<file path="src/source/st_io_consts.svh">
// widths, FIFO depths and control bit positions; the FIFO depths must be powers of two
`ifndef ST_IO_CONSTS_SVH
`define ST_IO_CONSTS_SVH

// data path widths
`define ST_BYTE_W      8
`define ST_CTRL_W      32   // system control word from the io controller
`define ST_JOY_W       16   // extra joystick word as sent by the io controller

// output FIFO depths
`define ST_MIDI_DEPTH  8
`define ST_PAR_DEPTH   4

// idle cycles after each byte taken by the host
`define ST_BYTE_GAP    3

// joystick word layout, directions in bits 3:0
`define ST_JOY_FIRE    4

// positions in the system control word
`define ST_CTRL_RESET     0    // core reset
`define ST_CTRL_WP_LO     6    // floppy write protect, two bits
`define ST_CTRL_REDIR_LO  26   // usb redirection target, two bits

`endif

</file>
<file path="src/source/st_ctrl_pkg.sv">
// control word layout; field positions come from the consts header and must not overlap
`include "st_io_consts.svh"

package st_ctrl_pkg;

	// usb target port on the io controller
	typedef enum logic [1:0] {
		REDIR_NONE    = 2'd0,
		REDIR_RS232   = 2'd1,
		REDIR_PRINTER = 2'd2,   // busy comes from the parallel fifo
		REDIR_MIDI    = 2'd3
	} redirect_e;

	// msb first, fillers cover video and other unused bits
	typedef struct packed {
		logic [`ST_CTRL_W-`ST_CTRL_REDIR_LO-3:0]          fill_hi;     // blend, misc
		redirect_e                                        redirection; // 27:26
		logic [`ST_CTRL_REDIR_LO-`ST_CTRL_WP_LO-3:0]      fill_mid;    // scanlines etc
		logic [1:0]                                       fdc_wp;      // 7:6
		logic [`ST_CTRL_WP_LO-`ST_CTRL_RESET-2:0]         fill_lo;
		logic                                             core_reset;  // bit 0
	} sys_ctrl_fields_t;

	// host writes raw, router reads fields
	typedef union packed {
		logic [`ST_CTRL_W-1:0] raw;
		sys_ctrl_fields_t      f;
	} sys_ctrl_u;

endpackage

</file>
<file path="src/source/st_port_pkg.sv">
// byte stream and joystick types; joystick word is active high as the io controller sends it
`include "st_io_consts.svh"

package st_port_pkg;

	// which fifo a host byte came from
	typedef enum logic {
		SRC_MIDI = 1'b0,
		SRC_PAR  = 1'b1
	} byte_src_e;

	// tagged byte toward the io controller
	typedef struct packed {
		logic [`ST_BYTE_W-1:0] data;
		byte_src_e             src;
	} io_byte_t;

	// bits 3:0 directions, bit 4 fire, rest buttons
	typedef logic [`ST_JOY_W-1:0] joy_t;

endpackage

</file>
<file path="src/source/io_fifo.sv">
// single clock byte fifo; DEPTH must be a power of two, writes when full are dropped
`timescale 1ns/1ps
`include "st_io_consts.svh"

module io_fifo #(
	parameter int DEPTH = 8
) (
	input  logic                  clk_32,
	input  logic                  arst_n,
	input  logic                  wr,     // one cycle write strobe
	input  logic [`ST_BYTE_W-1:0] din,
	input  logic                  rd,     // pop head, only while avail
	output logic [`ST_BYTE_W-1:0] dout,   // head entry, combinational
	output logic                  avail,
	output logic                  full
);

	localparam int AW = $clog2(DEPTH);
	localparam int CW = $clog2(DEPTH + 1);

	logic [`ST_BYTE_W-1:0] mem [DEPTH];
	logic [AW-1:0]         wr_ptr, rd_ptr;  // wrap naturally at DEPTH
	logic [CW-1:0]         count;
	logic                  wr_en, rd_en;

	assign wr_en = wr && !full;
	assign rd_en = rd && avail;   // ignore pops on empty

	assign avail = (count != '0);
	assign full  = (count == CW'(DEPTH));
	assign dout  = mem[rd_ptr];

	// storage, no reset on payload
	always_ff @(posedge clk_32) begin
		if (wr_en)
			mem[wr_ptr] <= din;
	end

	always_ff @(posedge clk_32 or negedge arst_n) begin
		if (!arst_n) begin
			wr_ptr <= '0;
			rd_ptr <= '0;
			count  <= '0;
		end else begin
			if (wr_en)
				wr_ptr <= wr_ptr + 1'b1;
			if (rd_en)
				rd_ptr <= rd_ptr + 1'b1;
			// push and pop together keep count
			if (wr_en && !rd_en)
				count <= count + 1'b1;
			else if (rd_en && !wr_en)
				count <= count - 1'b1;
		end
	end

endmodule

</file>
<file path="src/source/byte_gap_timer.sv">
// holds off the next host byte for ST_BYTE_GAP cycles after start; expired out of reset
`timescale 1ns/1ps
`include "st_io_consts.svh"

module byte_gap_timer (
	input  logic clk_32,
	input  logic arst_n,
	input  logic start,    // reload, wins over counting
	output logic expired
);

	localparam int GW = $clog2(`ST_BYTE_GAP + 1);

	logic [GW-1:0] cnt;

	assign expired = (cnt == '0);

	always_ff @(posedge clk_32 or negedge arst_n) begin
		if (!arst_n)
			cnt <= '0;   // expired
		else if (start)
			cnt <= GW'(`ST_BYTE_GAP);
		else if (!expired)
			cnt <= cnt - 1'b1;   // stop at zero
	end

endmodule

</file>
<file path="src/source/drain_sequencer.sv">
// drains midi and parallel fifos into one tagged stream; byte held stable until host_ready
`timescale 1ns/1ps
`include "st_io_consts.svh"

module drain_sequencer import st_port_pkg::*; (
	input  logic                  clk_32,
	input  logic                  arst_n,
	input  logic                  midi_avail,
	input  logic                  par_avail,
	input  logic [`ST_BYTE_W-1:0] midi_dout,
	input  logic [`ST_BYTE_W-1:0] par_dout,
	output logic                  midi_rd,
	output logic                  par_rd,
	output io_byte_t              host_byte,
	output logic                  host_valid,
	input  logic                  host_ready
);

	typedef enum logic [1:0] {
		S_IDLE,
		S_POP,    // strobe rd, capture head
		S_SEND    // offer byte until accepted
	} state_t;

	state_t    state;
	byte_src_e sel;        // fifo picked for this transfer
	byte_src_e last;       // last served, for alternation
	byte_src_e pick;
	logic      gap_done;
	logic      accept;

	// both ready: take the other one than last time
	always_comb begin
		if (midi_avail && par_avail)
			pick = (last == SRC_MIDI) ? SRC_PAR : SRC_MIDI;
		else if (midi_avail)
			pick = SRC_MIDI;
		else
			pick = SRC_PAR;
	end

	assign midi_rd    = (state == S_POP) && (sel == SRC_MIDI);
	assign par_rd     = (state == S_POP) && (sel == SRC_PAR);
	assign host_valid = (state == S_SEND);
	assign accept     = host_valid && host_ready;

	always_ff @(posedge clk_32 or negedge arst_n) begin
		if (!arst_n) begin
			state <= S_IDLE;
			sel   <= SRC_MIDI;
			last  <= SRC_PAR;   // so midi goes first
		end else begin
			case (state)
				S_IDLE: if (gap_done && (midi_avail || par_avail)) begin
					sel   <= pick;
					state <= S_POP;
				end
				S_POP: begin
					last  <= sel;
					state <= S_SEND;
				end
				S_SEND: if (host_ready)
					state <= S_IDLE;   // back-pressure just waits here
				default: state <= S_IDLE;
			endcase
		end
	end

	// payload, loaded on the pop cycle only
	always_ff @(posedge clk_32) begin
		if (state == S_POP) begin
			host_byte.data <= (sel == SRC_MIDI) ? midi_dout : par_dout;
			host_byte.src  <= sel;
		end
	end

	byte_gap_timer gap_timer (
		.clk_32  (clk_32),
		.arst_n  (arst_n),
		.start   (accept),     // spacing starts on each accepted byte
		.expired (gap_done)
	);

endmodule

</file>
<file path="src/source/port_router.sv">
// control register and port mapping; outputs are combinational from the register and joysticks
`timescale 1ns/1ps
`include "st_io_consts.svh"

module port_router import st_ctrl_pkg::*, st_port_pkg::*; (
	input  logic                  clk_32,
	input  logic                  arst_n,
	input  logic                  ctrl_load,    // one cycle strobe from the io controller
	input  sys_ctrl_u             ctrl_word,
	input  logic                  par_full,
	input  joy_t                  joy2,
	input  joy_t                  joy3,
	output logic                  core_reset,
	output logic [1:0]            fdc_wp,
	output logic                  printer_busy,
	output logic [`ST_BYTE_W-1:0] parallel_in,
	output logic                  parallel_in_strobe
);

	sys_ctrl_u ctrl_q;

	// clears to zero, so redirection none and core out of reset
	always_ff @(posedge clk_32 or negedge arst_n) begin
		if (!arst_n)
			ctrl_q.raw <= '0;
		else if (ctrl_load)
			ctrl_q <= ctrl_word;
	end

	assign core_reset = ctrl_q.f.core_reset;
	assign fdc_wp     = ctrl_q.f.fdc_wp;

	// printer redirection: busy while the parallel fifo cannot take more
	// otherwise busy is fire of joystick 2 on the gauntlet adapter
	always_comb begin
		if (ctrl_q.f.redirection == REDIR_PRINTER)
			printer_busy = par_full;
		else
			printer_busy = joy2[`ST_JOY_FIRE];
	end

	// gauntlet adapter, lines are active low on the port
	assign parallel_in = {
		~joy2[0], ~joy2[1], ~joy2[2], ~joy2[3],   // upper nibble
		~joy3[0], ~joy3[1], ~joy3[2], ~joy3[3]    // lower nibble
	};
	assign parallel_in_strobe = ~joy3[`ST_JOY_FIRE];   // joy3 fire on strobe

endmodule

</file>
<file path="src/source/st_io_top.sv">
// host side io glue on clk_32 only; core_reset is an output and does not clear the fifos
`timescale 1ns/1ps
`include "st_io_consts.svh"

module st_io_top import st_ctrl_pkg::*, st_port_pkg::*; (
	input  logic                  clk_32,
	input  logic                  arst_n,
	input  logic                  midi_wr,      // acia data write
	input  logic [`ST_BYTE_W-1:0] midi_byte,
	input  logic                  par_wr,       // psg port write
	input  logic [`ST_BYTE_W-1:0] par_byte,
	input  logic                  ctrl_load,
	input  sys_ctrl_u             ctrl_word,
	input  joy_t                  joy2,
	input  joy_t                  joy3,
	input  logic                  host_ready,
	output io_byte_t              host_byte,
	output logic                  host_valid,
	output logic                  core_reset,
	output logic [1:0]            fdc_wp,
	output logic                  printer_busy,
	output logic [`ST_BYTE_W-1:0] parallel_in,
	output logic                  parallel_in_strobe
);

	logic                  midi_rd, midi_avail;
	logic                  par_rd, par_avail, par_full;
	logic [`ST_BYTE_W-1:0] midi_dout, par_dout;

	io_fifo #(.DEPTH(`ST_MIDI_DEPTH)) midi_fifo (
		.clk_32 (clk_32),
		.arst_n (arst_n),
		.wr     (midi_wr),
		.din    (midi_byte),
		.rd     (midi_rd),
		.dout   (midi_dout),
		.avail  (midi_avail),
		.full   ()              // midi drops on overflow
	);

	io_fifo #(.DEPTH(`ST_PAR_DEPTH)) par_fifo (
		.clk_32 (clk_32),
		.arst_n (arst_n),
		.wr     (par_wr),
		.din    (par_byte),
		.rd     (par_rd),
		.dout   (par_dout),
		.avail  (par_avail),
		.full   (par_full)      // feeds printer busy
	);

	drain_sequencer drain (
		.clk_32     (clk_32),
		.arst_n     (arst_n),
		.midi_avail (midi_avail),
		.par_avail  (par_avail),
		.midi_dout  (midi_dout),
		.par_dout   (par_dout),
		.midi_rd    (midi_rd),
		.par_rd     (par_rd),
		.host_byte  (host_byte),
		.host_valid (host_valid),
		.host_ready (host_ready)
	);

	port_router router (
		.clk_32             (clk_32),
		.arst_n             (arst_n),
		.ctrl_load          (ctrl_load),
		.ctrl_word          (ctrl_word),
		.par_full           (par_full),
		.joy2               (joy2),
		.joy3               (joy3),
		.core_reset         (core_reset),
		.fdc_wp             (fdc_wp),
		.printer_busy       (printer_busy),
		.parallel_in        (parallel_in),
		.parallel_in_strobe (parallel_in_strobe)
	);

endmodule

</file>
<file path="config.mk">
export PLATFORM = sky130hd
export DESIGN_NAME = st_io_top
export DESIGN_NICKNAME = d
export VERILOG_FILES = /design/src/source/st_ctrl_pkg.sv /design/src/source/st_port_pkg.sv /design/src/source/io_fifo.sv /design/src/source/byte_gap_timer.sv /design/src/source/drain_sequencer.sv /design/src/source/port_router.sv /design/src/source/st_io_top.sv
export VERILOG_INCLUDE_DIRS = /design/src /design/src/source
export SDC_FILE = /design/constraint.sdc
export NUM_CORES = 1
export LEC_CHECK = 0
export BUFFER_PORTS_ARGS = -buffer_cell sky130_fd_sc_hd__buf_4
export CAP_MARGIN = 15
export CORE_UTILIZATION = 51
export DETAILED_ROUTE_END_ITERATION = 7
export HOLD_SLACK_MARGIN = 0.08
export MAX_ROUTING_LAYER = met4
export PLACE_DENSITY = 0.75
export SLEW_MARGIN = 10
export SYNTH_ARGS = -nofsm -noshare
export SYNTH_HDL_FRONTEND = slang
export SYNTH_SLANG_ARGS = --single-unit
</file>
<file path="constraint.sdc">
create_clock -name clk_32 -period 2.9 [get_ports clk_32]
set_input_delay 0.145 -clock clk_32 [delete_from_list [all_inputs] [get_ports clk_32]]
set_output_delay 0.145 -clock clk_32 [all_outputs]
set_load 0.005 [all_outputs]
</file>
==> flow_metrics.env <==
export IMPL_hpwl_um=6430
export IMPL_drv_slew=0
export IMPL_clk_pin_slew_ns=0.06
export IMPL_grt_pass1_vias=3352
export IMPL_wl_met1_um=3820
export IMPL_setup_violations=0
export IMPL_path_cells="nor4_1 -> buf_4 -> nor3_2 -> inv_1 -> ha_1 -> inv_1 -> ha_1 -> a21o_1 -> a2111oi_0 -> o31ai_1"
export IMPL_core_rowCount=37
export IMPL_antenna_left=0
export IMPL_pre_cts_slack_ns=0.231
export IMPL_clock_sinks=133
export IMPL_wl_per_cell_um=16.7
export IMPL_r2r_slack_ns=0.33
export IMPL_port_buffers=59
export IMPL_met3_length_um=552
export IMPL_worstPathMaxFanout=5
export IMPL_dr_max_layer_used="met4"
export IMPL_tritoncts="built"
export IMPL_worst_ep_arrival_time_ns=2.95
export IMPL_clk_path_buf_depth=2
export IMPL_yosysTopAreaCell="edfxtp_1"
export IMPL_die_area_um2=11200
export IMPL_cpMaxStageDelayCell="dfrtp_1"
export IMPL_endpoint_kind="flop"
export IMPL_drive_above_1_share_pct=29.2
export IMPL_antenna_cells=0
export IMPL_p_sw_mw=2.04
export IMPL_clock_skew_ns=0.00789
export IMPL_ys_ff_latch=133
export IMPL_die_w_um=106
export IMPL_timing_slew_headroom_pct=46.4
export IMPL_area_growth_pct=25.7
export IMPL_power_density_nw_per_um2=977
export IMPL_synth_seq_area_share_pct=70.1
export IMPL_hold_viol_final=0
export IMPL_track_usage_pct=20.4
export IMPL_timing_final_ws_setup_ns=0.326
export IMPL_finalSetupTns_ns=0
export IMPL_synth_edf_count=105
export IMPL_syn_area_um2=5500
export IMPL_grt_overflow=0
export IMPL_status="complete, no violations"
export IMPL_max_freq_mhz=389
export IMPL_grt_start_max_net_pins=34
export IMPL_core_area_um2=10400
export IMPL_leakage_nw=2.63
export IMPL_fin_crit_sh_pct=88.7
export IMPL_comb_power_share_pct=28.3
export IMPL_reg2regPathDepth=10
export IMPL_synth_most_common_cell="edfxtp_1"
export IMPL_crit_type="reg2reg"
export IMPL_drc=0
export IMPL_first_iter_violations=152
export IMPL_grt_first_pass_wirelength_um=16400
export IMPL_clk_latency_ns=0.51
export IMPL_tightest_slew_ns=0.800
export IMPL_ir_drop_mv=0.607
export IMPL_syn_num_nets=440
export IMPL_initial_core_util_pct=53.1
export IMPL_firstDrtPassIters=4
export IMPL_whs_ns=0.0807
export IMPL_io_pins=109
export IMPL_dr_wl_met2_um=5400
export IMPL_r2r_end="midi_fifo.count[3]$_DFFE_PN0P_"
export IMPL_yosys_top_cells_count="105 x edfxtp_1, 27 x dfrtp_1, 26 x nand2_1, 25 x mux2_2, 20 x inv_1"
export IMPL_n_fill_cell=714
export IMPL_sw_frac_of_total_pct=30.1
export IMPL_syn_avg_cell_area_um2=16.1
export IMPL_root_buffer="clkbuf_8"
export IMPL_rsz0062_at_grt="no"
export IMPL_synth_top_area_share_pct=57.3
export IMPL_yosysWarningCount=0
export IMPL_p_int_mw=4.73
export IMPL_min_period_ns=2.57
export IMPL_r2r_start="midi_fifo.count[0]$_DFFE_PN0P_"
export IMPL_nets=542
export IMPL_clockPowerShare_pct=29.2
export IMPL_synthArstFlopShare_pct=21.1
export IMPL_cts_made_buffers=17
export IMPL_hp_class="in2async"
export IMPL_stdcell_area_um2=6920
export IMPL_cp_start_kind="flop"
export IMPL_synth_flop_cell="edfxtp_1"
export IMPL_slowest_delay_ns=0.44
export IMPL_synth_area_leaders="edfxtp_1 57%, dfrtp_1 12%, mux2_2 5.1%"
export IMPL_avgViaCountPerCell=5.30
export IMPL_post_dp_cell_area_um2=6070
export IMPL_htree_num_levels=4
export IMPL_synthCells=341
export IMPL_pwr_share_seq_pct=42.5
export IMPL_grt_antenna_before_repair=0
export IMPL_place_gp_congestion=0.772
export IMPL_die_h_um=106
export IMPL_yosysUniqueCellTypes=37
export IMPL_wirelength_um=9900
export IMPL_routed_via_count=3130
export IMPL_cap_violations=0
export IMPL_required_ns=3.28
## final cells by class
class	instances	area, µm²	area share [%]
Sequential cell	133	3850	55.7
Inverter	20	75.1	1.09
Multi-Input combinational cell	175	1470	21.3
Clock buffer	19	422	6.10
Tap cell	136	170	2.46
Timing Repair Buffer	96	793	11.5
Clock inverter	12	131	1.90
## critical path, delay by kind of cell (launching register included)
| kind | cells | cell delay (ns) |
|---|---|---|
| AOI/OAI and AO/OA | 3 | 0.72 |
| adders and majority gates | 2 | 0.51 |
| DFF | 1 | 0.44 |
| buffers and inverters | 3 | 0.40 |
| and+or+nand+nor | 2 | 0.37 |
## cell families (layout without fill, tap and decap cells)
family          Yosys count  in the layout  synth area share (%)
compound gates           39             39                  4.98
fa+ha+maj                13             13                  3.23
mux                      50             50                  11.5
buf+inv                  33            147                  3.27
xor+xnor                 13             13                  2.07
simple gates             60             60                  4.89
flops                   133            133                  70.1
## cell usage in the layout (no fill, tap or decap), drive strengths merged, types with 11 or more instances in the layout
master         n
clkbuf        19
mux2i         17
buf           67
dlygate4sd3   29
mux2          25
nor2          13
edfxtp       105
o21ai         14
dfrtp         27
inv           22
nand2         26
ha            11
## flip-flops by register name, summed over array words and instances (netlist names)
register,cells
drain.gap_timer.cnt,2
drain.host_byte,9
drain.last,1
drain.sel,1
drain.state,2
midi_fifo.count,4
midi_fifo.mem,64
midi_fifo.rd_ptr,3
midi_fifo.wr_ptr,3
par_fifo.count,3
par_fifo.mem,32
par_fifo.rd_ptr,2
par_fifo.wr_ptr,2
router.ctrl_q,5
## stage by stage
step,utilization [%],power (mW),cells
4_1_cts,66.7,6.82,591
3_5_place_dp,58.5,4.80,531
2_1_floorplan,-,4.28,341
6_report,66.7,6.76,591
5_1_grt,66.7,7.16,591
3_3_place_gp,58.5,4.66,531
## power groups by stage
stage          combinational (mW)  sequential, mW  clock [mW]
2_1_floorplan                1.50            2.78           0
3_3_place_gp                 1.79            2.87           0
3_5_place_dp                 1.89            2.91           0
4_1_cts                      1.94            2.88        2.00
5_1_grt                      2.15            2.94        2.08
6_report                     1.91            2.87        1.97
## per-layer routing
metal / vias up / global-route usage, %
met5: - / -
met4: 0 / 6.94
met1: 1539 / 23.6
met2: 102 / 35.2
li1: 1476 / -
met3: 13 / 4.58
## worst max path at each step
| stage | startpoint | endpoint | slack [ns] | cells past startpoint |
|---|---|---|---|---|
| after floorplan | midi_fifo.count[0]$_DFFE_PN0P_ | midi_fifo.count[3]$_DFFE_PN0P_ | 0.50 | 9 |
| after global placement | midi_fifo.count[0]$_DFFE_PN0P_ | midi_fifo.count[3]$_DFFE_PN0P_ | 0.31 | 10 |
| after detailed placement | midi_fifo.count[0]$_DFFE_PN0P_ | midi_fifo.count[3]$_DFFE_PN0P_ | 0.23 | 10 |
| after CTS | midi_fifo.count[0]$_DFFE_PN0P_ | midi_fifo.count[3]$_DFFE_PN0P_ | 0.22 | 10 |
| after global routing | midi_fifo.count[0]$_DFFE_PN0P_ | midi_fifo.count[3]$_DFFE_PN0P_ | 0.13 | 10 |
| final | midi_fifo.count[0]$_DFFE_PN0P_ | midi_fifo.count[3]$_DFFE_PN0P_ | 0.33 | 10 |
## repair_timing
| action | in CTS | in global routing |
|---|---|---|
| buffers inserted | 0 | 0 |
| hold endpoints to repair | 132 | 0 |
| resized for setup | 0 | 1 |
| hold buffers | 29 | 0 |
| setup endpoints to repair | 0 | 1 |
Power figures use the tool's default switching activity.
